### config.mk
export PLATFORM = sky130hd
export DESIGN_NAME = fetch_unit
export DESIGN_NICKNAME = d
export VERILOG_FILES = /design/src/hw/cpu_pkg.sv /design/src/hw/fetch_unit.sv
export SDC_FILE = /design/constraint.sdc
export NUM_CORES = 1
export LEC_CHECK = 0
export BUFFER_PORTS_ARGS = -buffer_cell sky130_fd_sc_hd__buf_2
export CAP_MARGIN = 20
export CORE_MARGIN = 5
export CORE_UTILIZATION = 44
export DETAILED_ROUTE_END_ITERATION = 12
export PLACE_DENSITY_LB_ADDON = 0.2
export SLEW_MARGIN = 30
export SYNTH_ARGS = -nofsm -noshare
export SYNTH_HDL_FRONTEND = slang
export SYNTH_SLANG_ARGS = --single-unit
### constraint.sdc
create_clock -name clk -period 2.1 [get_ports clk]
set_input_delay 0.21 -clock clk [delete_from_list [all_inputs] [get_ports clk]]
set_output_delay 0.21 -clock clk [all_outputs]
set_load 0.005 [all_outputs]
### src/prog.hex
// One 16-bit instruction per line, word 0 first
// Fields: opcode[15:12], then rd rs rt/imm4, rd imm8, or cond[11:9] imm9
E100 // PCS r1, first known value
1011 // SUB r0 = r1 - r1
0200 // ADD r2 = 0
B234 // LLB r2
A212 // LHB r2
0300 // ADD r3 = 0
B3CD // LLB r3
A3AB // LHB r3
0423 // ADD r4 = r2 + r3
1542 // SUB r5, dependent on r4
2654 // XOR r6, both forward paths
3765 // AND r7
4873 // SLL r8 by 3
5934 // SRA r9 by 4
6A94 // ROR r10 by 4
9412 // SW r4 at r1 + 2 words
9A10 // SW r10 at r1
8B12 // LW r11
0CB2 // ADD r12, load-use on r11
8D10 // LW r13
1E2D // SUB r14, load-use on r13
C202 // B EQ, not taken
C401 // B GT, taken
0F22 // wrong path
0F34 // ADD r15, signed overflow
CC01 // B OV, taken
2222 // wrong path
C605 // B LT, not taken
1000 // SUB r0, sets zero
C005 // B NE, not taken
CA01 // B LE, taken
0111 // wrong path
E500 // PCS r5
1666 // SUB r6 = 0
B64A // LLB r6, BR target
DE60 // BR always via r6
0777 // wrong path
0956 // ADD r9, BR target lands here
9904 // SW r9
8A04 // LW r10
F000 // HLT

### src/hw/cpu_pkg.sv
package cpu_pkg;

	// Datapath and storage sizes
	localparam int word_w     = 16;
	localparam int reg_addr_w = 4;
	localparam int imem_depth = 256;
	localparam int dmem_depth = 256;

	// --------------------
	// ISA encodings
	// --------------------

	// Opcode lives in bits 15:12 of every instruction
	typedef enum logic [3:0] {
		ADD = 4'd0,
		SUB = 4'd1,
		XOR = 4'd2,
		AND = 4'd3,
		SLL = 4'd4,
		SRA = 4'd5,
		ROR = 4'd6,
		LW  = 4'd8,
		SW  = 4'd9,
		LHB = 4'd10,
		LLB = 4'd11,
		B   = 4'd12,
		BR  = 4'd13,
		PCS = 4'd14,
		HLT = 4'd15
	} opcode_e;

	// Branch condition in bits 11:9
	typedef enum logic [2:0] {
		NE     = 3'd0,
		EQ     = 3'd1,
		GT     = 3'd2,
		LT     = 3'd3,
		GE     = 3'd4,
		LE     = 3'd5,
		OV     = 3'd6,
		ALWAYS = 3'd7
	} cond_e;

	// Register form, also memory ops with imm4 in the rt slot
	typedef struct packed {
		opcode_e               opcode;
		logic [reg_addr_w-1:0] rd;
		logic [reg_addr_w-1:0] rs;
		logic [reg_addr_w-1:0] rt;
	} r_form_t;

	// Byte immediate form
	typedef struct packed {
		opcode_e               opcode;
		logic [reg_addr_w-1:0] rd;
		logic [7:0]            imm8;
	} i_form_t;

	// Branch form
	typedef struct packed {
		opcode_e    opcode;
		cond_e      cond;
		logic [8:0] imm9;
	} b_form_t;

	// One instruction word, three views
	typedef union packed {
		r_form_t r;
		i_form_t i;
		b_form_t b;
	} instr_u;

	typedef struct packed {
		logic z;
		logic v;
		logic n;
	} flags_t;

	// Operand source for the execute muxes
	typedef enum logic [1:0] {
		REG,
		MEM,
		WB
	} fwd_sel_e;

endpackage

### src/hw/fetch_unit.sv
module fetch_unit (
	input  logic                       clk,
	input  logic                       rst_n,
	input  logic                       stall,
	input  logic                       halted,
	input  logic                       branch_taken,
	input  logic [cpu_pkg::word_w-1:0] branch_target,
	output logic [cpu_pkg::word_w-1:0] pc,
	output logic [cpu_pkg::word_w-1:0] pc_plus2,
	output logic [cpu_pkg::word_w-1:0] instr,
	output logic                       valid
);
	import cpu_pkg::*;

	// Word-addressed program store
	logic [word_w-1:0] imem [imem_depth];

	// --------------------
	// Program load
	// --------------------

	// Unused words read as HLT so running off the end stops cleanly
	initial begin
		for (int i = 0; i < imem_depth; i++) begin
			imem[i] = {HLT, 12'h000};
		end
		$readmemh("/design/src/prog.hex", imem);
	end

	// --------------------
	// PC register
	// --------------------

	assign pc_plus2 = pc + word_w'(2);

	// Hold on load-use stall or after halt, else redirect or step
	always_ff @(posedge clk or negedge rst_n) begin
		if (!rst_n) begin
			pc <= '0;
		end else if (!halted && !stall) begin
			pc <= branch_taken ? branch_target : pc_plus2;
		end
	end

	// Byte address to word index
	assign instr = imem[pc[$clog2(imem_depth):1]];

	// Nothing new enters decode once halted
	assign valid = !halted;

	// BR target comes from a register in execute
	a_pc_even: assert property (@(posedge clk) disable iff (!rst_n) !pc[0]);

endmodule

==> impl_results.md <==
- Fin. max-slew vios: 0
- Die H: 63.6 microns
- Fin Clk Skew: 0.00375 ns
- Post-CTS Setup Inserts: 0
- CTS buffer count: 3
- Status: completed
- Skew-Pair Late Insertion Delay: 0.29 ns
- Register bit total from synthesis: 16
- Synth Area per Inst: 8.36 sq um
- Max-cap violations: 0
- Peak supply drop: 0.000391 V
- DRC viols: 0
- Number of global-route vias before repair: 1191
- Min cycle time layout: 2.06 ns
- Dpl hpwl: 2540 microns
- YS warnings: 0
- Internal power: 0.620 mW
- Overall Global Routing Usage: 17.3%
- Sequential power share: 44.4%
- Lkg Pwr: 0.738 nW
- Antenna viol nets, final: 0
- Final period util: 98.3%
- Clk buf depth: 2
- Root Driver: clkbuf_4
- Sequential share of the synthesized area: 31.7%
- Worst Hold Class: in2reg
- 1st-iter DRT viols: 36
- DIE WIDTH: 63.6 microns
- Core Rows: 19
- Worst Path Class, Setup: reg2out
- Inserted Diodes: 0
- Area of the mapped netlist: 0.00126 sq mm
- Startpoint types: flop
- WL/cell: 15.1 microns
- DR vias: 1242
- Area post-placement: 0.00147 sq mm
- Total grt overflow: 0
- CP Max Fanout: 6
- Detailed Route WL: 3470 microns
- TritonCTS sink count: 16
- Finished Core Util: 55.1%
- Synth-to-Final Area Change: 20.4%
- Number of synthesized flops with an enable pin: 0
- CTS H-tree lvls: 1
- Initial core utilization: 45.8%
- Highest clock rate: 485 MHz
- Nets: 223
- Pwr Total: 0.998 mW
- Core area: 0.00276 sq mm
- RSZ-0062 raised after global routing: true
- CP required: 1.89 ns
- Critical Path Sink Type: output pin
- Die area: 0.00404 sq mm
- Final hold violations: 0
- Vias per Instance: 5.40
- TritonCTS clock tree: yes
- Ys async rst share: 100%
- Comb pwr share: 38.5%
- Final Setup Violations: 0
- Final instance area: 0.00152 sq mm
- Buffers added on ports: 53
- I/O pin count: 70
- Share of layout cells above drive strength 1: 35.7%
- Clock-pin slew on the worst setup and hold paths: 0.10 ns
- Post-synthesis cell type count: 41
- Top flop regs: pc x16
- Fill cell count: 270
- DRT Pass-1 Iters: 4
- Number of flip-flops in the largest register: 16
- Top reg by flops: pc
- Mapped Cells: 151
- Switch Pwr: 0.378 mW
- Antenna violations before repair: 0
- Power share of the clock group: 17.0%
- Critical Path AT: 1.85 ns
- RePlAce Congestion: 0.827
- Switch share: 37.9%
- Pwr dens: 657 mW/mm^2
- First-pass GRT wire length: 5650 microns
- Dominant synthesized flop cell: dfrtp_1
- Pin count of the biggest net entering global routing: 19
-- layer usage --
layer / track usage, % / share of wire [%] / vias up / wire length, microns
met2: 28.3 / 48 / 52 / 1680
li1: - / - / 603 / -
met3: 4.09 / 7.4 / 5 / 258
met4: 5.45 / 1.1 / 0 / 38
met5: 0 / 0 / - / 0
met1: 22.2 / 43 / 582 / 1490
-- path summary, 6_finish.rpt --
path,start,endpoint,slack (ns),cells after the start
setup / recovery,pc[1],pc_plus2[15],0.04,6
hold / removal,branch_target[1],pc[1],0.14,3
setup reg to reg,pc[1],pc[15],0.36,5
hold reg to reg,pc[0],pc[0],0.55,1
max in group asynchronous,rst_n,pc[15],1.46,2
min in group asynchronous,rst_n,pc[13],0.36,2
-- power by group through the flow --
stage	clock network (mW)	registers (mW)	logic [mW]
2_1_floorplan	0	0.430	0.246
3_3_place_gp	0	0.444	0.375
6_report	0.170	0.444	0.385
3_5_place_dp	0	0.449	0.380
4_1_cts	0.175	0.443	0.389
5_1_grt	0.193	0.458	0.432
-- logic make-up after synthesis --
group / Yosys count / synth area share [%]
muxes: 3 / 2.48
DFF: 16 / 31.7
adders and majority gates: 1 / 0.991
AOI/OAI and AO/OA: 33 / 17.8
xor gates and xnor gates: 13 / 9.02
and+or+nand+nor: 51 / 21.6
buffers and inverters: 32 / 15.8
other: 2 / 0.595
-- stage by stage --
step / TNS [ns] / std cells / worst slack (ns) / hold WS [ns]
after floorplan: 0 / 165 / 0.450 / -0.0856
after global placement: 0 / 226 / 0.292 / 0.156
after detailed placement: 0 / 226 / 0.178 / 0.161
after CTS: -0.00790 / 230 / -0.00790 / 0.140
after global routing: -0.190 / 230 / -0.0788 / 0.143
final: 0 / 230 / 0.0367 / 0.142
-- cells in the final DEF (no fill, tap or decap), types with 3 or more instances in the layout --
| cell type | Yosys | layout |
|---|---|---|
| a21oi_1 | 9 | 9 |
| and3_1 | 5 | 4 |
| buf_2 | 2 | 53 |
| buf_4 | 18 | 4 |
| clkbuf_4 | 0 | 3 |
| conb_1 | 2 | 16 |
| dfrtp_1 | 16 | 16 |
| inv_1 | 4 | 4 |
| nand2_1 | 15 | 15 |
| nand3_1 | 10 | 10 |
| nand4_1 | 3 | 3 |
| nor2_1 | 8 | 7 |
| o21ai_0 | 5 | 5 |
| o311ai_0 | 4 | 4 |
| xnor2_1 | 10 | 10 |
| xor2_1 | 3 | 3 |
-- layout make-up --
type,instances,area (sq um),share of cell area [%]
well taps,31,38.8,2.55
multi-input cells,117,734,48.3
inverters,5,18.8,1.23
clock buffers,3,22.5,1.48
repair buffers,58,305,20.1
flip-flops and latches,16,400,26.3
-- repair_timing --
item                                    4_1_cts  5_1_grt
pin swaps                                     0        1
hold buffers                                  1        0
hold endpoints to repair                     16        0
endpoints found under the setup margin        2        4
gates resized for setup                       4        0
-- cells in the mapped netlist (2+ instances only) --
library cell | number | area [sq um]
a21oi_1 | 9 | 45.0
a2bb2oi_1 | 2 | 17.5
a31o_2 | 2 | 17.5
a31oi_1 | 2 | 12.5
and3_1 | 5 | 31.3
buf_2 | 2 | 10.0
buf_4 | 18 | 135
clkbuf_1 | 4 | 15.0
conb_1 | 2 | 7.51
dfrtp_1 | 16 | 400
inv_1 | 4 | 15.0
mux2i_1 | 2 | 20.0
nand2_1 | 15 | 56.3
nand3_1 | 10 | 50.1
nand4_1 | 3 | 18.8
nor2_1 | 8 | 30.0
nor3_1 | 2 | 10.0
o21a_1 | 2 | 15.0
o21ai_0 | 5 | 25.0
o22a_1 | 2 | 17.5
o22ai_1 | 2 | 12.5
o311ai_0 | 4 | 35.0
xnor2_1 | 10 | 87.6
xor2_1 | 3 | 26.3
-- critical path, stage by stage (launching register included) --
cell and delay, ns:
dfrtp_1 0.44, ha_1 0.23, nand3_1 0.22, nor2_2 0.23, nand3_1 0.13, xnor2_1 0.17, buf_2 0.14
Note: power is estimated with default switching activity, not from simulation.
