<file path="config.mk">
export PLATFORM = sky130hd
export DESIGN_NAME = result_stage_flat
export DESIGN_NICKNAME = d
export VERILOG_FILES = /design/src/hw/cpu_pkg.sv /design/src/hw/cpu_bus.sv /design/src/hw/result_stage.sv /design/src/flat_wrapper.sv
export SDC_FILE = /design/constraint.sdc
export NUM_CORES = 2
export LEC_CHECK = 0
export ABC_CLOCK_PERIOD_IN_PS = 13140
export BUFFER_PORTS_ARGS = -buffer_cell sky130_fd_sc_hd__buf_2
export CELL_PAD_IN_SITES_DETAIL_PLACEMENT = 0
export CELL_PAD_IN_SITES_GLOBAL_PLACEMENT = 1
export CORE_MARGIN = 3
export CORE_UTILIZATION = 45
export CTS_CLUSTER_SIZE = 14
export DETAILED_ROUTE_END_ITERATION = 10
export PLACE_DENSITY = 0.66
export SETUP_SLACK_MARGIN = 0.15
export SLEW_MARGIN = 5
export SYNTH_ARGS = -nofsm -noshare
export SYNTH_HDL_FRONTEND = slang
export SYNTH_SLANG_ARGS = --single-unit
</file>
<file path="constraint.sdc">
create_clock -name clk -period 13.14 [get_ports clk]
set_input_delay 1.971 -clock clk [delete_from_list [all_inputs] [get_ports clk]]
set_output_delay 1.971 -clock clk [all_outputs]
set_load 0.01 [all_outputs]
</file>
<file path="src/hw/cpu_pkg.sv">
package cpu_pkg;

	// Datapath and storage sizes
	localparam int word_w     = 16;
	localparam int reg_addr_w = 4;
	localparam int imem_depth = 256;
	localparam int dmem_depth = 256;

	// --------------------
	// ISA encodings
	// --------------------

	// Opcode lives in bits 15:12 of every instruction
	typedef enum logic [3:0] {
		ADD = 4'd0,
		SUB = 4'd1,
		XOR = 4'd2,
		AND = 4'd3,
		SLL = 4'd4,
		SRA = 4'd5,
		ROR = 4'd6,
		LW  = 4'd8,
		SW  = 4'd9,
		LHB = 4'd10,
		LLB = 4'd11,
		B   = 4'd12,
		BR  = 4'd13,
		PCS = 4'd14,
		HLT = 4'd15
	} opcode_e;

	// Branch condition in bits 11:9
	typedef enum logic [2:0] {
		NE     = 3'd0,
		EQ     = 3'd1,
		GT     = 3'd2,
		LT     = 3'd3,
		GE     = 3'd4,
		LE     = 3'd5,
		OV     = 3'd6,
		ALWAYS = 3'd7
	} cond_e;

	// Register form, also memory ops with imm4 in the rt slot
	typedef struct packed {
		opcode_e               opcode;
		logic [reg_addr_w-1:0] rd;
		logic [reg_addr_w-1:0] rs;
		logic [reg_addr_w-1:0] rt;
	} r_form_t;

	// Byte immediate form
	typedef struct packed {
		opcode_e               opcode;
		logic [reg_addr_w-1:0] rd;
		logic [7:0]            imm8;
	} i_form_t;

	// Branch form
	typedef struct packed {
		opcode_e    opcode;
		cond_e      cond;
		logic [8:0] imm9;
	} b_form_t;

	// One instruction word, three views
	typedef union packed {
		r_form_t r;
		i_form_t i;
		b_form_t b;
	} instr_u;

	typedef struct packed {
		logic z;
		logic v;
		logic n;
	} flags_t;

	// Operand source for the execute muxes
	typedef enum logic [1:0] {
		REG,
		MEM,
		WB
	} fwd_sel_e;

endpackage

</file>
<file path="src/hw/cpu_bus.sv">


// Execute to memory/write-back, sampled by the EX/MEM register
interface xr_bus;
	import cpu_pkg::*;

	logic [word_w-1:0]     wb_data;
	logic [reg_addr_w-1:0] dst;
	logic                  reg_write;
	logic                  mem_read;
	logic                  mem_write;
	logic [word_w-1:0]     mem_addr;
	logic [word_w-1:0]     store_data;
	logic                  halt;
	logic                  valid;

	modport source (output wb_data, dst, reg_write, mem_read, mem_write, mem_addr,
		store_data, halt, valid);
	modport sink (input wb_data, dst, reg_write, mem_read, mem_write, mem_addr,
		store_data, halt, valid);
endinterface

</file>
<file path="src/hw/result_stage.sv">
module result_stage (
	input  logic                           clk,
	input  logic                           rst_n,
	xr_bus.sink                            xr,
	output logic                           mem_fwd_en,
	output logic [cpu_pkg::reg_addr_w-1:0] mem_fwd_reg,
	output logic [cpu_pkg::word_w-1:0]     mem_fwd_data,
	output logic                           wb_en,
	output logic [cpu_pkg::reg_addr_w-1:0] wb_reg,
	output logic [cpu_pkg::word_w-1:0]     wb_data,
	output logic                           halted
);
	import cpu_pkg::*;

	// EX/MEM register
	logic                  xm_valid;
	logic [word_w-1:0]     xm_wb_data;
	logic [reg_addr_w-1:0] xm_dst;
	logic                  xm_reg_write;
	logic                  xm_mem_read;
	logic                  xm_mem_write;
	logic [word_w-1:0]     xm_mem_addr;
	logic [word_w-1:0]     xm_store_data;
	logic                  xm_halt;

	// MEM/WB register
	logic                  mw_valid;
	logic                  mw_reg_write;
	logic [reg_addr_w-1:0] mw_dst;
	logic [word_w-1:0]     mw_data;

	logic [word_w-1:0]                dmem [dmem_depth];
	logic [$clog2(dmem_depth)-1:0]    dm_idx;

	// --------------------
	// EX/MEM register
	// --------------------

	always_ff @(posedge clk or negedge rst_n) begin
		if (!rst_n) begin
			xm_valid <= 1'b0;
		end else begin
			xm_valid <= xr.valid;
		end
	end

	always_ff @(posedge clk) begin
		xm_wb_data    <= xr.wb_data;
		xm_dst        <= xr.dst;
		xm_reg_write  <= xr.reg_write;
		xm_mem_read   <= xr.mem_read;
		xm_mem_write  <= xr.mem_write;
		xm_mem_addr   <= xr.mem_addr;
		xm_store_data <= xr.store_data;
		xm_halt       <= xr.halt;
	end

	// Loads have no data yet here, the stall covers them
	assign mem_fwd_en   = xm_valid && xm_reg_write && !xm_mem_read;
	assign mem_fwd_reg  = xm_dst;
	assign mem_fwd_data = xm_wb_data;

	// --------------------
	// Data memory and MEM/WB
	// --------------------

	assign dm_idx = xm_mem_addr[$clog2(dmem_depth):1];

	// Stores from behind a HLT are dropped
	always_ff @(posedge clk) begin
		if (xm_valid && xm_mem_write && !halted) begin
			dmem[dm_idx] <= xm_store_data;
		end
	end

	always_ff @(posedge clk or negedge rst_n) begin
		if (!rst_n) begin
			mw_valid <= 1'b0;
		end else begin
			mw_valid <= xm_valid;
		end
	end

	// Synchronous read lands straight in MEM/WB
	always_ff @(posedge clk) begin
		mw_reg_write <= xm_reg_write;
		mw_dst       <= xm_dst;
		mw_data      <= xm_mem_read ? dmem[dm_idx] : xm_wb_data;
	end

	// Set as the HLT enters MEM/WB, sticky until reset
	always_ff @(posedge clk or negedge rst_n) begin
		if (!rst_n) begin
			halted <= 1'b0;
		end else if (xm_valid && xm_halt) begin
			halted <= 1'b1;
		end
	end

	assign wb_en   = mw_valid && mw_reg_write && !halted;
	assign wb_reg  = mw_dst;
	assign wb_data = mw_data;

	a_halt_final: assert property (@(posedge clk) disable iff (!rst_n)
		halted |=> halted && !wb_en);

endmodule

</file>
<file path="src/flat_wrapper.sv">
// flat-port wrapper written by rule: the top's interface ports become plain ports
module result_stage_flat import cpu_pkg::*;
  (clk, rst_n, mem_fwd_en, mem_fwd_reg, mem_fwd_data, wb_en, wb_reg, wb_data, halted, xr_wb_data, xr_dst, xr_reg_write, xr_mem_read, xr_mem_write, xr_mem_addr, xr_store_data, xr_halt, xr_valid);
  xr_bus xr_i ();
  input  logic clk;
  input  logic rst_n;
  output logic mem_fwd_en;
  output logic [cpu_pkg::reg_addr_w-1:0] mem_fwd_reg;
  output logic [cpu_pkg::word_w-1:0] mem_fwd_data;
  output logic wb_en;
  output logic [cpu_pkg::reg_addr_w-1:0] wb_reg;
  output logic [cpu_pkg::word_w-1:0] wb_data;
  output logic halted;
  input wire logic [$bits(xr_i.wb_data)-1:0] xr_wb_data;
  input wire logic [$bits(xr_i.dst)-1:0] xr_dst;
  input wire logic [$bits(xr_i.reg_write)-1:0] xr_reg_write;
  input wire logic [$bits(xr_i.mem_read)-1:0] xr_mem_read;
  input wire logic [$bits(xr_i.mem_write)-1:0] xr_mem_write;
  input wire logic [$bits(xr_i.mem_addr)-1:0] xr_mem_addr;
  input wire logic [$bits(xr_i.store_data)-1:0] xr_store_data;
  input wire logic [$bits(xr_i.halt)-1:0] xr_halt;
  input wire logic [$bits(xr_i.valid)-1:0] xr_valid;
  assign xr_i.wb_data = xr_wb_data;
  assign xr_i.dst = xr_dst;
  assign xr_i.reg_write = xr_reg_write;
  assign xr_i.mem_read = xr_mem_read;
  assign xr_i.mem_write = xr_mem_write;
  assign xr_i.mem_addr = xr_mem_addr;
  assign xr_i.store_data = xr_store_data;
  assign xr_i.halt = xr_halt;
  assign xr_i.valid = xr_valid;
  result_stage u_core (.clk(clk), .rst_n(rst_n), .xr(xr_i), .mem_fwd_en(mem_fwd_en), .mem_fwd_reg(mem_fwd_reg), .mem_fwd_data(mem_fwd_data), .wb_en(wb_en), .wb_reg(wb_reg), .wb_data(wb_data), .halted(halted));
endmodule
</file>
==> out/qor.yml <==
timing:
  fin_crit_ns: 6.12
  max-slew-margin-rel_pct: 7.93
  fin_crit_sh_pct: 46.6
  worst_slack_ns: 7.02
  finClkSkew_ns: 0.0600
  hold_violations: 0
  rsz0062_at_grt: "false"
  fin_setup_tns_ns: 0
  tightest_slew_ns: 1.37
  fmax_ghz: 0.163
  drv_slew: 0
  hold-worst-slack_ns: 0.342
  setup_viol: 0
floorplan:
  core_area_mm2: 0.351
  start_util_pct: 45.4
  die-area_mm2: 0.361
  die-height_um: 601
  die_w_um: 601
  rows: 217
  ios: 102
grt:
  grt.overflow.total: 0
  grt_use_total_pct: 24.3
  antenna_found_initial: 16
  first_global_vias: 78300
  grt_pass1_wl_mm: 620
  grt_max_degree: 200
yosys:
  ys_async_sr_fraction_pct: 0.0720
  yosys_most_used_dff: "edfxtp_1"
  ys_types: 67
  synth_area_mm2: 0.159
  synth_edf_count: 4096
  yosys_warnings: 0
  synth.area.top_cells: "edfxtp_1 77%, mux4_2 14%, mux2i_1 1.9%, dfxtp_1 0.87%, nand2_1 0.72%"
  yosysSeqAreaShare_pct: 78.1
  syn-instance-count: 7177
  syn_nets: 7236
  yosys.area.top_type_share_pct: 77.2
  synth_seq_cells: 4168
  yosys.area.top_type: "edfxtp_1"
  syn_avg_cell_area_um2: 22.2
routing:
  wire_per_inst_um: 34.8
  viasPerCell: 6.16
  top_layer: "met5"
  drc_errors: 0
  first_pass_iters: 5
  dr.first_iter.drc_count: 10100
  ant_nets: 0
  met1_length_mm: 175
  wl_mm: 443
  dr_wl_met3_mm: 36.5
  wl_met2_mm: 211
  vias: 78500
cells_and_area:
  final_cells: 12700
  top_register: "u_core.dmem"
  final_util_pct: 51.4
  nets: 7726
  drive_above_1_share_pct: 27.7
  fillers: 27500
  syn2layout_area_growth_pct: 13.2
  largest_reg_flops: 4096
hold_path:
  hold_path.class: "flip-flop to flip-flop"
  whs_path_depth: 0
  hp-start: "u_core.xm_reg_write"
clocking:
  cts_buffer_depth: 4
  hold_buffers: 0
  post_cts_buffers: 0
  cts_made_buffers: 429
  clk_pin_slew_ns: 0.06
  insertion_delay_ns: 0.98
  post_cts_resized: 0
  htree_levels: 5
  cts-root-buf: "clkbuf_16"
  cts_tree: "done"
  cts_sinks: 4168
worst_setup_path:
  reg2reg_depth: 12
  crit_path_max_fanout: 50
  end_kind: "flip-flop"
  crit_arrival_ns: 7.03
  start_kind: "flip-flop"
  startpoint: "u_core.xm_mem_addr[4]"
  rr_startpoint: "u_core.xm_mem_addr[4]"
  crit_required_ns: 14.05
  criticalPathCategory: "flip-flop to flip-flop"
pwr:
  max-vdd-ir-drop_uv: 121
  power.density_mw_per_mm2: 153
  p_leak_nw: 56.5
placed_design:
  place_ws_ns: 7.04
  hpwl_mm: 260
  dp.cells: 11900
  io_buffers: 93
  gp_congestion: 0.845
status:
  status: "finished, final reports clean"
job:
  maxCapViolCount: 0
cell usage in the layout, fill, tap and decap left out, types with 64 or more instances in the layout:
cell type	netlist	routed
clkinv_2	0	64
mux2i_1	301	301
buf_2	141	93
buf_4	100	370
nor2_2	0	90
nor2_1	298	207
clkbuf_1	116	105
a22oi_1	81	81
mux4_2	995	995
clkinv_1	0	107
clkbuf_16	0	435
nand2_1	304	287
a21oi_1	95	95
edfxtp_1	4096	4096
worst max-delay path, stage by stage, from the launching register on:
cell and delay, ns:
dfxtp_4 0.60, buf_4 0.67, buf_4 0.77, buf_4 0.68
buf_4 0.55, mux4_2 0.29, nand2_1 0.05, a32oi_1 0.59
nand2_1 0.22, a21oi_1 0.49, nor4b_1 0.52, buf_4 0.29
o22a_1 0.14
worst paths after layout:
path,to,slack (ns)
max,u_core.wb_data[2],7.02
min in group asynchronous,u_core.mw_valid,0.78
max in group asynchronous,u_core.xm_valid,12.24
max reg2reg,u_core.wb_data[2],7.02
min reg2reg,u_core.mw_reg_write,0.34
min,u_core.mw_reg_write,0.34
power by group:
group          switching, mW  internal [mW]
Clock                   5.02           6.71
Sequential            0.0736           14.6
Combinational          0.816          0.416
Total                   5.91           21.7
area by class of cell:
class	instances	area, um2	share of cell area [%]
diodes	7	17.5	0.00972
clock buffers	548	11400	6.32
clock inverters	241	2080	1.15
inverters	5	36.3	0.0201
multi-input cells	2584	32800	18.2
flip-flops and latches	4168	125000	69.1
well taps	4708	5890	3.27
repair buffers	479	3570	1.98
metal layers:
layer / GRT usage [%] / vias to the layer above
li1: - / 31300
met2: 38.3 / 3791
met3: 4.09 / 751
met4: 9.77 / 2
met1: 33.9 / 42600
met5: 0 / -
stage by stage:
stage | cell area (um2) | power, mW
6_report | 180000 | 27.6
5_1_grt | 180000 | 28.4
4_1_cts | 180000 | 27.8
3_5_place_dp | 167000 | 16.2
3_3_place_gp | 167000 | 16.2
2_1_floorplan | 159000 | 15.7
cells in the mapped netlist, types with 56 or more instances:
cell         n
edfxtp_1  4096
mux4_2     995
nand2_1    304
mux2i_1    301
nor2_1     298
buf_2      141
clkbuf_1   116
buf_4      100
a21oi_1     95
a22oi_1     81
dfxtp_1     69
a32oi_1     62
nand3_1     56
cell families after synthesis:
logic type	count (synthesis)	share of synthesized area (%)
AOI/OAI and AO/OA	497	2.19
buffers and inverters	425	1.51
DFF	4168	78.1
muxes	1313	16.1
and+or+nand+nor	774	2.09
(Power assumes the default switching activity.)
