--- src/hw/cpu_pkg.sv ---
package cpu_pkg;

	// Datapath and storage sizes
	localparam int word_w     = 16;
	localparam int reg_addr_w = 4;
	localparam int imem_depth = 256;
	localparam int dmem_depth = 256;

	// --------------------
	// ISA encodings
	// --------------------

	// Opcode lives in bits 15:12 of every instruction
	typedef enum logic [3:0] {
		ADD = 4'd0,
		SUB = 4'd1,
		XOR = 4'd2,
		AND = 4'd3,
		SLL = 4'd4,
		SRA = 4'd5,
		ROR = 4'd6,
		LW  = 4'd8,
		SW  = 4'd9,
		LHB = 4'd10,
		LLB = 4'd11,
		B   = 4'd12,
		BR  = 4'd13,
		PCS = 4'd14,
		HLT = 4'd15
	} opcode_e;

	// Branch condition in bits 11:9
	typedef enum logic [2:0] {
		NE     = 3'd0,
		EQ     = 3'd1,
		GT     = 3'd2,
		LT     = 3'd3,
		GE     = 3'd4,
		LE     = 3'd5,
		OV     = 3'd6,
		ALWAYS = 3'd7
	} cond_e;

	// Register form, also memory ops with imm4 in the rt slot
	typedef struct packed {
		opcode_e               opcode;
		logic [reg_addr_w-1:0] rd;
		logic [reg_addr_w-1:0] rs;
		logic [reg_addr_w-1:0] rt;
	} r_form_t;

	// Byte immediate form
	typedef struct packed {
		opcode_e               opcode;
		logic [reg_addr_w-1:0] rd;
		logic [7:0]            imm8;
	} i_form_t;

	// Branch form
	typedef struct packed {
		opcode_e    opcode;
		cond_e      cond;
		logic [8:0] imm9;
	} b_form_t;

	// One instruction word, three views
	typedef union packed {
		r_form_t r;
		i_form_t i;
		b_form_t b;
	} instr_u;

	typedef struct packed {
		logic z;
		logic v;
		logic n;
	} flags_t;

	// Operand source for the execute muxes
	typedef enum logic [1:0] {
		REG,
		MEM,
		WB
	} fwd_sel_e;

endpackage

--- src/hw/cpu_bus.sv ---
// Decode to execute, sampled by the ID/EX register
interface dx_bus;
	import cpu_pkg::*;

	logic [word_w-1:0]     pc_plus2;
	instr_u                instr;
	logic [word_w-1:0]     rs_data;
	logic [word_w-1:0]     rt_data;
	// Indices actually read, for forwarding
	logic [reg_addr_w-1:0] rs_idx;
	logic [reg_addr_w-1:0] rt_idx;
	logic                  valid;

	modport source (output pc_plus2, instr, rs_data, rt_data, rs_idx, rt_idx, valid);
	modport sink (input pc_plus2, instr, rs_data, rt_data, rs_idx, rt_idx, valid);
endinterface


--- src/hw/decode_stage.sv ---
module decode_stage (
	input  logic                           clk,
	input  logic                           rst_n,
	input  logic [cpu_pkg::word_w-1:0]     pc_plus2,
	input  logic [cpu_pkg::word_w-1:0]     instr,
	input  logic                           valid,
	input  logic                           branch_taken,
	input  logic                           wb_en,
	input  logic [cpu_pkg::reg_addr_w-1:0] wb_reg,
	input  logic [cpu_pkg::word_w-1:0]     wb_data,
	input  logic                           ex_mem_read,
	input  logic [cpu_pkg::reg_addr_w-1:0] ex_dst,
	output logic                           stall,
	dx_bus.source                          dx
);
	import cpu_pkg::*;

	// IF/ID register
	logic              id_valid;
	logic [word_w-1:0] id_pc_plus2;
	instr_u            id_instr;

	// Decoded fields and controls
	opcode_e               op;
	logic                  rd_first;
	logic [reg_addr_w-1:0] src1;
	logic [reg_addr_w-1:0] src2;
	logic                  use1;
	logic                  use2;

	// Sixteen general registers, r0 included
	logic [word_w-1:0] regs [1 << reg_addr_w];

	// --------------------
	// IF/ID register
	// --------------------

	// Taken branch kills the slot, stall freezes it
	always_ff @(posedge clk or negedge rst_n) begin
		if (!rst_n) begin
			id_valid <= 1'b0;
		end else if (branch_taken) begin
			id_valid <= 1'b0;
		end else if (!stall) begin
			id_valid <= valid;
		end
	end

	always_ff @(posedge clk) begin
		if (!stall) begin
			id_pc_plus2 <= pc_plus2;
			id_instr    <= instr;
		end
	end

	// --------------------
	// Field decode
	// --------------------

	assign op = id_instr.r.opcode;

	// Store data and byte merges take rd as first operand
	assign rd_first = op inside {SW, LHB, LLB};
	assign src1     = rd_first ? id_instr.r.rd : id_instr.r.rs;
	// SW base address rides on the second port
	assign src2     = (op == SW) ? id_instr.r.rs : id_instr.r.rt;

	// Which read ports carry a real operand
	assign use1 = op inside {ADD, SUB, XOR, AND, SLL, SRA, ROR, LW, SW, LHB, LLB, BR};
	assign use2 = op inside {ADD, SUB, XOR, AND, SW};

	// --------------------
	// Register file
	// --------------------

	always_ff @(posedge clk) begin
		if (wb_en) begin
			regs[wb_reg] <= wb_data;
		end
	end

	// Write in the same cycle shows up on the read
	assign dx.rs_data = (wb_en && wb_reg == src1) ? wb_data : regs[src1];
	assign dx.rt_data = (wb_en && wb_reg == src2) ? wb_data : regs[src2];

	assign dx.pc_plus2 = id_pc_plus2;
	assign dx.instr    = id_instr;
	assign dx.rs_idx   = src1;
	assign dx.rt_idx   = src2;
	assign dx.valid    = id_valid;

	// Load in execute feeding this instruction
	assign stall = id_valid && ex_mem_read &&
		((use1 && src1 == ex_dst) || (use2 && src2 == ex_dst));

	// Execute takes a bubble, so one stall cycle per load
	a_stall_once: assert property (@(posedge clk) disable iff (!rst_n)
		stall |=> !stall);

	a_ctrl_known: assert property (@(posedge clk) disable iff (!rst_n)
		!$isunknown({wb_en, stall}));

endmodule

--- src/flat_wrapper.sv ---
// flat-port wrapper written by rule: the top's interface ports become plain ports
module decode_stage_flat import cpu_pkg::*;
  (clk, rst_n, pc_plus2, instr, valid, branch_taken, wb_en, wb_reg, wb_data, ex_mem_read, ex_dst, stall, dx_pc_plus2, dx_instr, dx_rs_data, dx_rt_data, dx_rs_idx, dx_rt_idx, dx_valid);
  dx_bus dx_i ();
  input  logic clk;
  input  logic rst_n;
  input  logic [cpu_pkg::word_w-1:0] pc_plus2;
  input  logic [cpu_pkg::word_w-1:0] instr;
  input  logic valid;
  input  logic branch_taken;
  input  logic wb_en;
  input  logic [cpu_pkg::reg_addr_w-1:0] wb_reg;
  input  logic [cpu_pkg::word_w-1:0] wb_data;
  input  logic ex_mem_read;
  input  logic [cpu_pkg::reg_addr_w-1:0] ex_dst;
  output logic stall;
  output wire logic [$bits(dx_i.pc_plus2)-1:0] dx_pc_plus2;
  output wire logic [$bits(dx_i.instr)-1:0] dx_instr;
  output wire logic [$bits(dx_i.rs_data)-1:0] dx_rs_data;
  output wire logic [$bits(dx_i.rt_data)-1:0] dx_rt_data;
  output wire logic [$bits(dx_i.rs_idx)-1:0] dx_rs_idx;
  output wire logic [$bits(dx_i.rt_idx)-1:0] dx_rt_idx;
  output wire logic [$bits(dx_i.valid)-1:0] dx_valid;
  assign dx_pc_plus2 = dx_i.pc_plus2;
  assign dx_instr = dx_i.instr;
  assign dx_rs_data = dx_i.rs_data;
  assign dx_rt_data = dx_i.rt_data;
  assign dx_rs_idx = dx_i.rs_idx;
  assign dx_rt_idx = dx_i.rt_idx;
  assign dx_valid = dx_i.valid;
  decode_stage u_core (.clk(clk), .rst_n(rst_n), .pc_plus2(pc_plus2), .instr(instr), .valid(valid), .branch_taken(branch_taken), .wb_en(wb_en), .wb_reg(wb_reg), .wb_data(wb_data), .ex_mem_read(ex_mem_read), .ex_dst(ex_dst), .stall(stall), .dx(dx_i));
endmodule
--- config.mk ---
export PLATFORM = sky130hd
export DESIGN_NAME = decode_stage_flat
export DESIGN_NICKNAME = d
export VERILOG_FILES = /design/src/hw/cpu_pkg.sv /design/src/hw/cpu_bus.sv /design/src/hw/decode_stage.sv /design/src/flat_wrapper.sv
export SDC_FILE = /design/constraint.sdc
export NUM_CORES = 1
export LEC_CHECK = 0
export ABC_AREA = 0
export BUFFER_PORTS_ARGS = -buffer_cell sky130_fd_sc_hd__buf_2
export CORE_MARGIN = 4
export CORE_UTILIZATION = 50
export DETAILED_ROUTE_END_ITERATION = 7
export PLACE_DENSITY = 0.67
export SETUP_SLACK_MARGIN = 0.4
export SLEW_MARGIN = 20
export SYNTH_ARGS = -nofsm -noshare
export SYNTH_HDL_FRONTEND = slang
export SYNTH_SLANG_ARGS = --single-unit
--- constraint.sdc ---
create_clock -name clk -period 4.3 [get_ports clk]
set_clock_uncertainty 0.05 [all_clocks]
set_input_delay 0.43 -clock clk [delete_from_list [all_inputs] [get_ports clk]]
set_output_delay 0.43 -clock clk [all_outputs]
set_load 0.005 [all_outputs]
==> impl_metrics.csv <==
group,metric,value,unit
outcome,outcome,"completed",
logic_synthesis,synth-compound-area-share,0.208,
worst_setup_path,path_cells,"nor2_4 > buf_6 > o21ai_0 > o21ai_1 > nor2b_1 > buf_4 > a2111oi_2 > buf_4 > a31oi_1 > buf_2",
finish,diodes,0,
logic_synthesis,ys_seq_area_frac,0.545,
logic_synthesis,synth-main-ff-cell,"edfxtp_1",
routing,wirelength,57400,um
finish,final_core_utilization,0.597,
routing,wl_per_cell,27.8,um
logic_synthesis,synthesis.area,15900,um2
worst_setup_path,startpoint_type,"register",
clock_tree,cts.sinks,289,
worst_setup_path,critPathTopFamily,"buffers and inverters",
worst_setup_path,critPathMaxFanout,50,
logic_synthesis,ys_types,62,
power,ir_worst_vdd,0.000342,V
sta,rsz0062_at_grt,"true",
logic_synthesis,synthSimpleGateAreaFrac,0.146,
worst_setup_path,worst_path_max_delay_cell,"edfxtp_1",
worst_hold_path,min_path_type,"in2reg",
global_routing,grt_pass1_wl,83700,um
floorplan,boundaryPins,136,
worst_setup_path,end_kind,"output port",
worst_setup_path,reg2reg_slack,1000,ps
sta,finalCritPeriodShare,0.895,
sta,timing.final.ws_setup,450,ps
logic_synthesis,syn_avg_cell_area,10.6,um2
floorplan,initial_core_util,0.506,
routing,final_antenna_net_count,0,
logic_synthesis,synth_edf_count,288,
logic_synthesis,synthArstFlopShare,0.00346,
worst_setup_path,arrival,3370,ps
logic_synthesis,synth.ff_latch_count,289,
logic_synthesis,syn-num-nets,1566,
power,power_density,380,nW/um2
job,max_cap_viol_count,0,
placed_design,dp_hpwl,36000,um
clock_tree,clock_latency,510,ps
floorplan,die_w,186,um
finish,num-nets-final,1705,
sta,slew-limit-headroom,0.386,
clock_tree,clkTransAtPathRegs,60,ps
finish,fin_cells,2067,
placed_design,gp_congestion,0.922,
worst_setup_path,crit_buf_inv,4,
worst_setup_path,path_common_cell,"buf_4",
logic_synthesis,synth_fa_ha_area_frac,0,
global_routing,antenna_found_initial,2,
clock_tree,clk_path_buf_depth,3,
sta,hold_viol,0,
sta,slew_violations,0,
finish,drive_above_1_share,0.218,
logic_synthesis,synthCells,1504,
logic_synthesis,synthMuxAreaShare,0.0535,
routing,detail_route.iter0.violations,1964,
clock_tree,cts_root_buffer,"clkbuf_16",
worst_setup_path,path_class,"reg2out",
power,finalPower,0.00714,W
clock_tree,cts_tree,"done",
finish,area_growth,18.0,%
clock_tree,htree_levels,2,
routing,post_drt_via_cell_ratio,6.87,
global_routing,grt_pass1_vias,13258,
floorplan,core,31500,um2
logic_synthesis,synth_top_family_by_area,"compound AO/OA/AOI/OAI gates",
sta,tightestPinTransition,917,ps
routing,vias,14193,
sta,max_clock_freq,0.260,GHz
floorplan,num_rows,65,
routing,drc,0,
power,p_leak,6.49,nW
finish,final_common_cell,"edfxtp_1",
routing,dr.pass1.iters,8,
worst_setup_path,required,3820,ps
global_routing,grt.overflow.total,0,
placed_design,place_ws,456,ps
global_routing,grt_max_degree,69,
placed_design,portBuffers,135,
sta,finalWorstPathRequiredPeriod,3850,ps
clock_tree,numCtsBuffers,34,
global_routing,grt_use_total,0.313,
logic_synthesis,ys.warnings.count,0,
sta,tns,0,ps
floorplan,die_height,186,um
logic_synthesis,synth_xor_area_frac,0.00825,
floorplan,dieArea,34800,um2
finish,layout_common_cells,"edfxtp_1, nand2_1, a21oi_1, buf_2, nand2b_1",
sta,setup_viol,0,
placed_design,dp_cells,1985,
worst_setup_path,cpPeakStageDelay,480,ps
cell usage after synthesis (all sizes together) (2+ instances only):
| cell type | n | area share |
|---|---|---|
| a2111oi | 15 | 0.0082 |
| a211oi | 63 | 0.030 |
| a21boi | 16 | 0.0075 |
| a21oi | 139 | 0.044 |
| a221oi | 30 | 0.016 |
| a22oi | 16 | 0.0075 |
| a311oi | 46 | 0.025 |
| a31oi | 17 | 0.0067 |
| a32oi | 31 | 0.017 |
| and3 | 4 | 0.0019 |
| buf | 44 | 0.014 |
| clkbuf | 98 | 0.023 |
| clkinv | 2 | 0.00047 |
| edfxtp | 288 | 0.54 |
| inv | 7 | 0.0016 |
| mux2 | 3 | 0.0021 |
| mux2i | 37 | 0.025 |
| mux4 | 19 | 0.027 |
| nand2 | 258 | 0.061 |
| nand2b | 113 | 0.044 |
| nand3 | 45 | 0.014 |
| nand3b | 2 | 0.00094 |
| nor2 | 37 | 0.0089 |
| nor2b | 3 | 0.0012 |
| nor3 | 24 | 0.0075 |
| nor4 | 2 | 0.00079 |
| nor4b | 3 | 0.0017 |
| o2111ai | 2 | 0.0011 |
| o211ai | 6 | 0.0028 |
| o21ai | 56 | 0.018 |
| o22ai | 30 | 0.012 |
| o31ai | 16 | 0.0079 |
| xnor2 | 10 | 0.0055 |
| xor2 | 5 | 0.0027 |
cell families after synthesis:
logic type	Yosys count
xor+xnor	15
simple gates	498
mux	59
flops	289
buf+inv	151
compound gates	492
worst paths after layout:
| path | cells after the start | end | from |
|---|---|---|---|
| worst max-delay path | 10 | dx_rs_data[3] | u_core.dx.instr[13] |
| worst min-delay path | 1 | u_core.dx.instr[15] | instr[15] |
| worst max register to register | 9 | u_core.dx.instr[6] | u_core.dx.instr[14] |
| worst min register to register | 2 | u_core.dx.valid | u_core.dx.valid |
| max in group asynchronous | 2 | u_core.dx.valid | rst_n |
| min in group asynchronous | 2 | u_core.dx.valid | rst_n |
stage by stage:
| step | instance area, um2 | hold slack, ps |
|---|---|---|
| 4_1_cts | 18500 | 30.9 |
| 2_1_floorplan | 15900 | 84.4 |
| 6_report | 18800 | 44.3 |
| 3_3_place_gp | 17300 | 156 |
| 3_5_place_dp | 17300 | 156 |
| 5_1_grt | 18800 | 29.7 |
layout make-up:
cell class                      instances  area (um2)
Fill cell                            2539       12700
Sequential cell                       289        8670
Multi-Input combinational cell       1066        6890
Timing Repair Buffer                  243        1630
Clock buffer                           44         910
Tap cell                              402         503
Clock inverter                         14         116
Inverter                                9        68.8
where the power goes:
group	leakage, nW	switching [W]	internal (W)
registers	2.66	0.0000490	0.00317
logic	3.33	0.000773	0.000454
clock network	0.501	0.00114	0.00156
state kept, by name, summed over array words and instances (netlist names):
register / count
u_core.dx.valid: 1
u_core.dx.pc_plus2: 16
u_core.dx.instr: 16
u_core.regs: 256
routing by layer:
metal,GRT usage,share of wire
met4,0.131,0.046
met3,0.0709,0.12
met2,0.490,0.46
met1,0.425,0.38
met5,0,0.00059
repair_timing:
action / 4_1_cts / 5_1_grt
hold endpoints to repair: 1 / 0
cloned: 2 / 2
endpoints found under the setup margin: 32 / 30
setup buffers: 8 / 11
hold buffers: 1 / 0
gates resized for setup: 28 / 26
pin swaps: 1 / 5
worst reg2reg max path, cell delays in order (launching register included):
cell      delay [ps]
edfxtp_1         480
and4bb_4         440
buf_12           130
buf_4            120
mux2i_2          270
buf_4            360
xnor2_1          120
nor3_1           380
nand2_1          130
a21o_2           470
No activity file was read; power rests on OpenSTA's default activity.
