$ cat config.mk
export PLATFORM = sky130hd
export DESIGN_NAME = execute_stage_flat
export DESIGN_NICKNAME = d
export VERILOG_FILES = /design/src/hw/cpu_pkg.sv /design/src/hw/cpu_bus.sv /design/src/hw/execute_stage.sv /design/src/flat_wrapper.sv
export SDC_FILE = /design/constraint.sdc
export NUM_CORES = 1
export LEC_CHECK = 0
export ABC_CLOCK_PERIOD_IN_PS = 8000
export BUFFER_PORTS_ARGS = -buffer_cell sky130_fd_sc_hd__clkbuf_2
export CORE_MARGIN = 3
export CORE_UTILIZATION = 40
export DETAILED_ROUTE_END_ITERATION = 8
export MAX_ROUTING_LAYER = met4
export PLACE_DENSITY = 0.6
export SYNTH_ARGS = -nofsm -noshare
export SYNTH_HDL_FRONTEND = slang
export SYNTH_SLANG_ARGS = --single-unit
$ cat constraint.sdc
create_clock -name clk -period 8 [get_ports clk]
set_input_delay 0.8 -clock clk [delete_from_list [all_inputs] [get_ports clk]]
set_output_delay 0.8 -clock clk [all_outputs]
set_load 0.005 [all_outputs]
$ cat src/hw/cpu_pkg.sv
package cpu_pkg;

	// Datapath and storage sizes
	localparam int word_w     = 16;
	localparam int reg_addr_w = 4;
	localparam int imem_depth = 256;
	localparam int dmem_depth = 256;

	// --------------------
	// ISA encodings
	// --------------------

	// Opcode lives in bits 15:12 of every instruction
	typedef enum logic [3:0] {
		ADD = 4'd0,
		SUB = 4'd1,
		XOR = 4'd2,
		AND = 4'd3,
		SLL = 4'd4,
		SRA = 4'd5,
		ROR = 4'd6,
		LW  = 4'd8,
		SW  = 4'd9,
		LHB = 4'd10,
		LLB = 4'd11,
		B   = 4'd12,
		BR  = 4'd13,
		PCS = 4'd14,
		HLT = 4'd15
	} opcode_e;

	// Branch condition in bits 11:9
	typedef enum logic [2:0] {
		NE     = 3'd0,
		EQ     = 3'd1,
		GT     = 3'd2,
		LT     = 3'd3,
		GE     = 3'd4,
		LE     = 3'd5,
		OV     = 3'd6,
		ALWAYS = 3'd7
	} cond_e;

	// Register form, also memory ops with imm4 in the rt slot
	typedef struct packed {
		opcode_e               opcode;
		logic [reg_addr_w-1:0] rd;
		logic [reg_addr_w-1:0] rs;
		logic [reg_addr_w-1:0] rt;
	} r_form_t;

	// Byte immediate form
	typedef struct packed {
		opcode_e               opcode;
		logic [reg_addr_w-1:0] rd;
		logic [7:0]            imm8;
	} i_form_t;

	// Branch form
	typedef struct packed {
		opcode_e    opcode;
		cond_e      cond;
		logic [8:0] imm9;
	} b_form_t;

	// One instruction word, three views
	typedef union packed {
		r_form_t r;
		i_form_t i;
		b_form_t b;
	} instr_u;

	typedef struct packed {
		logic z;
		logic v;
		logic n;
	} flags_t;

	// Operand source for the execute muxes
	typedef enum logic [1:0] {
		REG,
		MEM,
		WB
	} fwd_sel_e;

endpackage

$ cat src/hw/cpu_bus.sv
// Decode to execute, sampled by the ID/EX register
interface dx_bus;
	import cpu_pkg::*;

	logic [word_w-1:0]     pc_plus2;
	instr_u                instr;
	logic [word_w-1:0]     rs_data;
	logic [word_w-1:0]     rt_data;
	// Indices actually read, for forwarding
	logic [reg_addr_w-1:0] rs_idx;
	logic [reg_addr_w-1:0] rt_idx;
	logic                  valid;

	modport source (output pc_plus2, instr, rs_data, rt_data, rs_idx, rt_idx, valid);
	modport sink (input pc_plus2, instr, rs_data, rt_data, rs_idx, rt_idx, valid);
endinterface

// Execute to memory/write-back, sampled by the EX/MEM register
interface xr_bus;
	import cpu_pkg::*;

	logic [word_w-1:0]     wb_data;
	logic [reg_addr_w-1:0] dst;
	logic                  reg_write;
	logic                  mem_read;
	logic                  mem_write;
	logic [word_w-1:0]     mem_addr;
	logic [word_w-1:0]     store_data;
	logic                  halt;
	logic                  valid;

	modport source (output wb_data, dst, reg_write, mem_read, mem_write, mem_addr,
		store_data, halt, valid);
	modport sink (input wb_data, dst, reg_write, mem_read, mem_write, mem_addr,
		store_data, halt, valid);
endinterface

$ cat src/hw/execute_stage.sv
module execute_stage (
	input  logic                           clk,
	input  logic                           rst_n,
	input  logic                           stall,
	dx_bus.sink                            dx,
	input  logic                           mem_fwd_en,
	input  logic [cpu_pkg::reg_addr_w-1:0] mem_fwd_reg,
	input  logic [cpu_pkg::word_w-1:0]     mem_fwd_data,
	input  logic                           wb_en,
	input  logic [cpu_pkg::reg_addr_w-1:0] wb_reg,
	input  logic [cpu_pkg::word_w-1:0]     wb_data,
	output logic                           branch_taken,
	output logic [cpu_pkg::word_w-1:0]     branch_target,
	output logic                           ex_mem_read,
	output logic [cpu_pkg::reg_addr_w-1:0] ex_dst,
	xr_bus.source                          xr
);
	import cpu_pkg::*;

	// ID/EX register
	logic                  ex_valid;
	logic [word_w-1:0]     ex_pc_plus2;
	instr_u                ex_instr;
	logic [word_w-1:0]     ex_rs_data;
	logic [word_w-1:0]     ex_rt_data;
	logic [reg_addr_w-1:0] ex_rs_idx;
	logic [reg_addr_w-1:0] ex_rt_idx;

	opcode_e             op;
	logic                is_alu;
	logic                is_branch;
	fwd_sel_e            fwd_a;
	fwd_sel_e            fwd_b;
	logic [word_w-1:0]   op_a;
	logic [word_w-1:0]   op_b;
	logic [2*word_w-1:0] ror_pair;
	logic [word_w-1:0]   alu_out;
	logic                ovf;
	logic [word_w-1:0]   result;
	flags_t              flags;
	logic                cond_true;
	logic [word_w-1:0]   br_offset;
	logic [word_w-1:0]   mem_base;
	logic [word_w-1:0]   mem_offset;

	// Newest producer wins, mem stage ahead of write-back
	function automatic fwd_sel_e pick_src(input logic [reg_addr_w-1:0] idx,
			input logic m_en, input logic [reg_addr_w-1:0] m_reg,
			input logic w_en, input logic [reg_addr_w-1:0] w_reg);
		if (m_en && m_reg == idx)
			return MEM;
		if (w_en && w_reg == idx)
			return WB;
		return REG;
	endfunction

	function automatic logic [word_w-1:0] fwd_value(input fwd_sel_e sel,
			input logic [word_w-1:0] reg_val, input logic [word_w-1:0] mem_val,
			input logic [word_w-1:0] wb_val);
		case (sel)
			MEM:     return mem_val;
			WB:      return wb_val;
			default: return reg_val;
		endcase
	endfunction

	// --------------------
	// ID/EX register
	// --------------------

	// Bubble on stall, squash on taken branch
	always_ff @(posedge clk or negedge rst_n) begin
		if (!rst_n) begin
			ex_valid <= 1'b0;
		end else begin
			ex_valid <= dx.valid && !stall && !branch_taken;
		end
	end

	always_ff @(posedge clk) begin
		ex_pc_plus2 <= dx.pc_plus2;
		ex_instr    <= dx.instr;
		ex_rs_data  <= dx.rs_data;
		ex_rt_data  <= dx.rt_data;
		ex_rs_idx   <= dx.rs_idx;
		ex_rt_idx   <= dx.rt_idx;
	end

	assign op        = ex_instr.r.opcode;
	assign is_alu    = !op[3] && op != 4'd7;
	assign is_branch = (op == B) || (op == BR);

	// Operand forwarding
	assign fwd_a = pick_src(ex_rs_idx, mem_fwd_en, mem_fwd_reg, wb_en, wb_reg);
	assign fwd_b = pick_src(ex_rt_idx, mem_fwd_en, mem_fwd_reg, wb_en, wb_reg);
	assign op_a  = fwd_value(fwd_a, ex_rs_data, mem_fwd_data, wb_data);
	assign op_b  = fwd_value(fwd_b, ex_rt_data, mem_fwd_data, wb_data);

	// --------------------
	// ALU and flags
	// --------------------

	// Rotate via doubled word
	assign ror_pair = {op_a, op_a} >> ex_instr.r.rt;

	always_comb begin
		case (op)
			ADD:     alu_out = op_a + op_b;
			SUB:     alu_out = op_a - op_b;
			XOR:     alu_out = op_a ^ op_b;
			AND:     alu_out = op_a & op_b;
			SLL:     alu_out = op_a << ex_instr.r.rt;
			SRA:     alu_out = $signed(op_a) >>> ex_instr.r.rt;
			ROR:     alu_out = ror_pair[word_w-1:0];
			default: alu_out = '0;
		endcase
	end

	// Signed overflow on wrapped add or subtract
	assign ovf = (op == SUB) ?
		(op_a[word_w-1] != op_b[word_w-1]) && (alu_out[word_w-1] != op_a[word_w-1]) :
		(op_a[word_w-1] == op_b[word_w-1]) && (alu_out[word_w-1] != op_a[word_w-1]);

	// Logic ops and shifts only touch z
	always_ff @(posedge clk or negedge rst_n) begin
		if (!rst_n) begin
			flags <= '0;
		end else if (ex_valid && is_alu) begin
			flags.z <= (alu_out == '0);
			if (op == ADD || op == SUB) begin
				flags.v <= ovf;
				flags.n <= alu_out[word_w-1];
			end
		end
	end

	// Write-back value, loads replace it later
	always_comb begin
		case (op)
			LHB:     result = {ex_instr.i.imm8, op_a[7:0]};
			LLB:     result = {op_a[15:8], ex_instr.i.imm8};
			PCS:     result = ex_pc_plus2;
			default: result = alu_out;
		endcase
	end

	// --------------------
	// Branch resolution
	// --------------------

	always_comb begin
		cond_true = 1'b0;
		case (ex_instr.b.cond)
			NE:     cond_true = !flags.z;
			EQ:     cond_true = flags.z;
			GT:     cond_true = !flags.z && !flags.n;
			LT:     cond_true = flags.n;
			GE:     cond_true = flags.z || !flags.n;
			LE:     cond_true = flags.z || flags.n;
			OV:     cond_true = flags.v;
			ALWAYS: cond_true = 1'b1;
		endcase
	end

	assign br_offset     = {{(word_w-10){ex_instr.b.imm9[8]}}, ex_instr.b.imm9, 1'b0};
	assign branch_taken  = ex_valid && is_branch && cond_true;
	assign branch_target = (op == BR) ? op_a : ex_pc_plus2 + br_offset;

	// Word-aligned base plus imm4 words; SW base is on port b
	assign mem_base   = (op == SW) ? op_b : op_a;
	assign mem_offset = {{(word_w-5){ex_instr.r.rt[3]}}, ex_instr.r.rt, 1'b0};

	assign xr.wb_data    = result;
	assign xr.dst        = ex_instr.r.rd;
	assign xr.reg_write  = is_alu || op inside {LW, LHB, LLB, PCS};
	assign xr.mem_read   = (op == LW);
	assign xr.mem_write  = (op == SW);
	assign xr.mem_addr   = {mem_base[word_w-1:1], 1'b0} + mem_offset;
	assign xr.store_data = op_a;
	assign xr.halt       = (op == HLT);
	assign xr.valid      = ex_valid;

	// For load-use detection in decode
	assign ex_mem_read = ex_valid && (op == LW);
	assign ex_dst      = ex_instr.r.rd;

	// Decode's slot is squashed on the same edge
	a_branch_flush: assert property (@(posedge clk) disable iff (!rst_n)
		branch_taken |=> !dx.valid);

endmodule

$ cat src/flat_wrapper.sv
// flat-port wrapper written by rule: the top's interface ports become plain ports
module execute_stage_flat import cpu_pkg::*;
  (clk, rst_n, stall, mem_fwd_en, mem_fwd_reg, mem_fwd_data, wb_en, wb_reg, wb_data, branch_taken, branch_target, ex_mem_read, ex_dst, dx_pc_plus2, dx_instr, dx_rs_data, dx_rt_data, dx_rs_idx, dx_rt_idx, dx_valid, xr_wb_data, xr_dst, xr_reg_write, xr_mem_read, xr_mem_write, xr_mem_addr, xr_store_data, xr_halt, xr_valid);
  dx_bus dx_i ();
  xr_bus xr_i ();
  input  logic clk;
  input  logic rst_n;
  input  logic stall;
  input  logic mem_fwd_en;
  input  logic [cpu_pkg::reg_addr_w-1:0] mem_fwd_reg;
  input  logic [cpu_pkg::word_w-1:0] mem_fwd_data;
  input  logic wb_en;
  input  logic [cpu_pkg::reg_addr_w-1:0] wb_reg;
  input  logic [cpu_pkg::word_w-1:0] wb_data;
  output logic branch_taken;
  output logic [cpu_pkg::word_w-1:0] branch_target;
  output logic ex_mem_read;
  output logic [cpu_pkg::reg_addr_w-1:0] ex_dst;
  input wire logic [$bits(dx_i.pc_plus2)-1:0] dx_pc_plus2;
  input wire logic [$bits(dx_i.instr)-1:0] dx_instr;
  input wire logic [$bits(dx_i.rs_data)-1:0] dx_rs_data;
  input wire logic [$bits(dx_i.rt_data)-1:0] dx_rt_data;
  input wire logic [$bits(dx_i.rs_idx)-1:0] dx_rs_idx;
  input wire logic [$bits(dx_i.rt_idx)-1:0] dx_rt_idx;
  input wire logic [$bits(dx_i.valid)-1:0] dx_valid;
  output wire logic [$bits(xr_i.wb_data)-1:0] xr_wb_data;
  output wire logic [$bits(xr_i.dst)-1:0] xr_dst;
  output wire logic [$bits(xr_i.reg_write)-1:0] xr_reg_write;
  output wire logic [$bits(xr_i.mem_read)-1:0] xr_mem_read;
  output wire logic [$bits(xr_i.mem_write)-1:0] xr_mem_write;
  output wire logic [$bits(xr_i.mem_addr)-1:0] xr_mem_addr;
  output wire logic [$bits(xr_i.store_data)-1:0] xr_store_data;
  output wire logic [$bits(xr_i.halt)-1:0] xr_halt;
  output wire logic [$bits(xr_i.valid)-1:0] xr_valid;
  assign dx_i.pc_plus2 = dx_pc_plus2;
  assign dx_i.instr = dx_instr;
  assign dx_i.rs_data = dx_rs_data;
  assign dx_i.rt_data = dx_rt_data;
  assign dx_i.rs_idx = dx_rs_idx;
  assign dx_i.rt_idx = dx_rt_idx;
  assign dx_i.valid = dx_valid;
  assign xr_wb_data = xr_i.wb_data;
  assign xr_dst = xr_i.dst;
  assign xr_reg_write = xr_i.reg_write;
  assign xr_mem_read = xr_i.mem_read;
  assign xr_mem_write = xr_i.mem_write;
  assign xr_mem_addr = xr_i.mem_addr;
  assign xr_store_data = xr_i.store_data;
  assign xr_halt = xr_i.halt;
  assign xr_valid = xr_i.valid;
  execute_stage u_core (.clk(clk), .rst_n(rst_n), .stall(stall), .dx(dx_i), .mem_fwd_en(mem_fwd_en), .mem_fwd_reg(mem_fwd_reg), .mem_fwd_data(mem_fwd_data), .wb_en(wb_en), .wb_reg(wb_reg), .wb_data(wb_data), .branch_taken(branch_taken), .branch_target(branch_target), .ex_mem_read(ex_mem_read), .ex_dst(ex_dst), .xr(xr_i));
endmodule
==> results.md <==
* Outcome: complete, no violations
* Dpl cell area at 9770 um^2
* Layout cells sized above 1 at 0.235
* DR iter-0 viols at 1288
* Synth area leaders: dfxtp_1, ha_1, mux2i_1
* Pin count of the biggest net entering global routing at 48
* Cell taking the most area after synthesis: dfxtp_1
* Leak at 4.36 nW
* Most used DFF post-synth: dfxtp_1
* Startpoint Class: input port
* Hold Violations, Final at 0
* Hpwl dp at 28600 um
* CP max stage delay at 0.57 ns
* Critical Path RT at 7.20 ns
* CP Buf/Inv Count at 2
* Fillers at 2188
* Final Setup Violations at 0
* Min cycle time layout at 7.18 ns
* IO Port Bufs at 195
* Cell family with most CP delay: simple AND/OR/NAND/NOR gates
* Worst hold path class: in2async
* Cell area after synthesis at 8640 um^2
* Post-DR wirelength/cell at 24.0 um
* Slew @ Worst Pin at 1.17 ns
* DRT Wirelength at 37500 um
* Vias in the first global route at 9269
* Max_slew headroom at 0.215
* CTS sink cnt at 76
* TNS Setup at 0 ns
* Crit-path slowest cell: a2111oi_4
* Clock Path Buffers at 2
* FP Rows at 53
* Clock Skews at 0.0191 ns
* Vias per inst at 6.18
* Die width at 153 um
* Die area at 23400 um^2
* Slew Viols, Final at 0
* CTS tree: yes
* Final Cycle Share at 0.897
* CTS Root Cell: clkbuf_16
* Synthesized net count at 1310
* Overall Global Routing Usage at 0.319
* WS Path Type: in2out
* Layout area overhead at 16.7%
* # DRC at 0
* Synth Warn # at 0
* N_diodes at 0
* Share of the synthesized area in the top cell type at 0.167
* Pwr dens at 165 nW/um^2
* RSZ-0062 raised after global routing: false
* Vias post-DR at 9646
* Cts hold-fix bufs at 0
* Initial antenna violation count at 0
* Average size of a mapped cell at 7.65 um^2
* # IOs at 197
* Fin area at 10100 um^2
* Worst-Skew Late Latency at 0.37 ns
* Post-synthesis sequential area ratio at 0.178
* Crit path capture type: primary output
* RePlAce Congestion at 0.996
* Fmax at 0.139 GHz
* Num CTS Buffers at 9
* CTS clock-pin slew for the worst setup and hold paths at 0.07 ns
* Post-synth EDFFs at 0
* Pre-antenna DRT Iters at 8
* Core area at 21200 um^2
* Die Height at 153 um
* # Max-Cap Violations at 0
* Netlist cell types at 88
* Nets at 1462
* Cell Chain, Critical Path: clkbuf_2 -> xnor2_1 -> nand3_1 -> o21ai_0 -> a31oi_1 -> or3_1 -> nor4_1 -> nand3_1 -> o31ai_1 -> xor2_1 -> ha_1 -> nor2b_1 -> nor2_1 -> a21oi_1 -> and4_1 -> a2111oi_2 -> xnor3_1 -> a2111oi_4 -> nand2_1 -> clkbuf_2
* Yosys reg bits at 76
* Routed Antenna Nets at 0
* Synth Instances at 1129
* Crit Path Max Fanout at 13
* Pwr Total at 1.66 mW
* Postcts setup bufs at 0
* Grt ovf at 0
* H-tree depth reported by CTS at 3
* PostCTS Resize Cnt at 0
* Worst IR Drop VDD at 0.123 mV
* Starting density of the core at 0.408
* Ys async rst share at 0.0526
* Crit path DAT at 6.38 ns
* First-pass GRT wire length at 56600 um
## per-stage QoR
step            util  cells  hold slack, ns  setup WS (ns)
2_1_floorplan      -   1129           0.447           2.08
3_3_place_gp   0.462   1545           0.463           1.11
3_5_place_dp   0.462   1545           0.467          0.948
4_1_cts        0.477   1561           0.242          0.943
5_1_grt        0.477   1561           0.246          0.404
6_report       0.477   1561           0.241          0.824
## path summary, 6_finish.rpt
kind / end / cells after the start / slack [ns] / startpoint
max: xr_wb_data[15] / 20 / 0.82 / wb_reg[2]
min: u_core.flags[2] / 1 / 0.24 / rst_n
max reg2reg: u_core.flags[2] / 19 / 1.88 / u_core.ex_rt_idx[0]
min reg2reg: u_core.flags[1] / 2 / 0.48 / u_core.flags[1]
max in group asynchronous: u_core.flags[0] / 1 / 7.61 / rst_n
min in group clk: u_core.flags[1] / 2 / 0.48 / u_core.flags[1]
## sequential cells by signal, summed over array words and instances (netlist names)
signal and flops:
u_core.xr.valid 1, u_core.ex_rs_data 16, u_core.flags 3, u_core.ex_rt_data 16
u_core.ex_rs_idx 4, u_core.ex_rt_idx 4, u_core.ex_pc_plus2 16, u_core.ex_instr 16
## where the power goes
part	leakage, nW	total (mW)	internal, mW	switching [mW]
combinational	3.54	0.777	0.313	0.463
clock	0.156	0.463	0.251	0.212
sequential	0.659	0.422	0.402	0.0200
## cells in the mapped netlist, types with 10 or more instances
master / number
nor3_1: 50
nor2b_1: 11
a31oi_1: 24
o21bai_1: 11
nor2_1: 87
mux2_2: 11
nand2_1: 108
o21ai_0: 84
o211ai_1: 17
a222oi_1: 10
mux4_2: 16
mux2i_1: 63
o21a_1: 11
xor2_1: 15
o22ai_1: 11
a21oi_1: 66
xnor2_1: 49
dfxtp_1: 72
clkbuf_1: 49
buf_2: 11
ha_1: 60
nand2b_1: 12
nand3_1: 49
inv_1: 30
## final cells by class
class	count	area [um^2]	share of cell area
multi-input cells	933	6560	0.650
flip-flops and latches	76	1540	0.153
repair buffers	222	1180	0.117
well taps	275	344	0.0341
clock buffers	9	225	0.0223
inverters	39	146	0.0145
clock inverters	7	90.1	0.00893
## cell families after synthesis
family | after synthesis | synth area share
AOI/OAI and AO/OA | 334 | 0.256
xor gates and xnor gates | 65 | 0.0675
adders and majority gates | 63 | 0.0938
buffers and inverters | 120 | 0.0628
DFF | 76 | 0.178
muxes | 90 | 0.129
other | 1 | 0.000434
and+or+nand+nor | 380 | 0.212
## routing by layer
layer	wire (um)	global-route usage	up-vias
met3	3440	0.0558	83
met4	1450	0.123	0
li1	-	-	4497
met1	16400	0.442	4522
met2	16200	0.464	544
met5	0	-	-
## placed cells by master, fill, tap and decap left out, drive strengths merged, types with 27 or more instances in the layout
cell type,instances
inv,43
buf,27
dfxtp,72
nor3,51
o21ai,93
nand2,109
a21oi,66
xnor2,49
nand3,51
clkbuf,204
mux2i,63
ha,60
nor2,89
## worst register-to-register path, cell delays in order (launching register included)
cell	delay (ns)
dfxtp_1	0.33
xnor2_1	0.12
nand2_1	0.33
or2_1	0.41
a31oi_1	0.35
or3_1	0.45
nor4_1	0.52
nand3_1	0.27
o31ai_1	0.29
xor2_1	0.19
ha_1	0.31
nor2b_1	0.16
nor2_1	0.08
a21oi_1	0.06
and4_1	0.23
a2111oi_2	0.36
xnor3_1	0.52
a2111oi_4	0.57
inv_1	0.11
o41ai_2	0.37
Power figures use the tool's default switching activity.
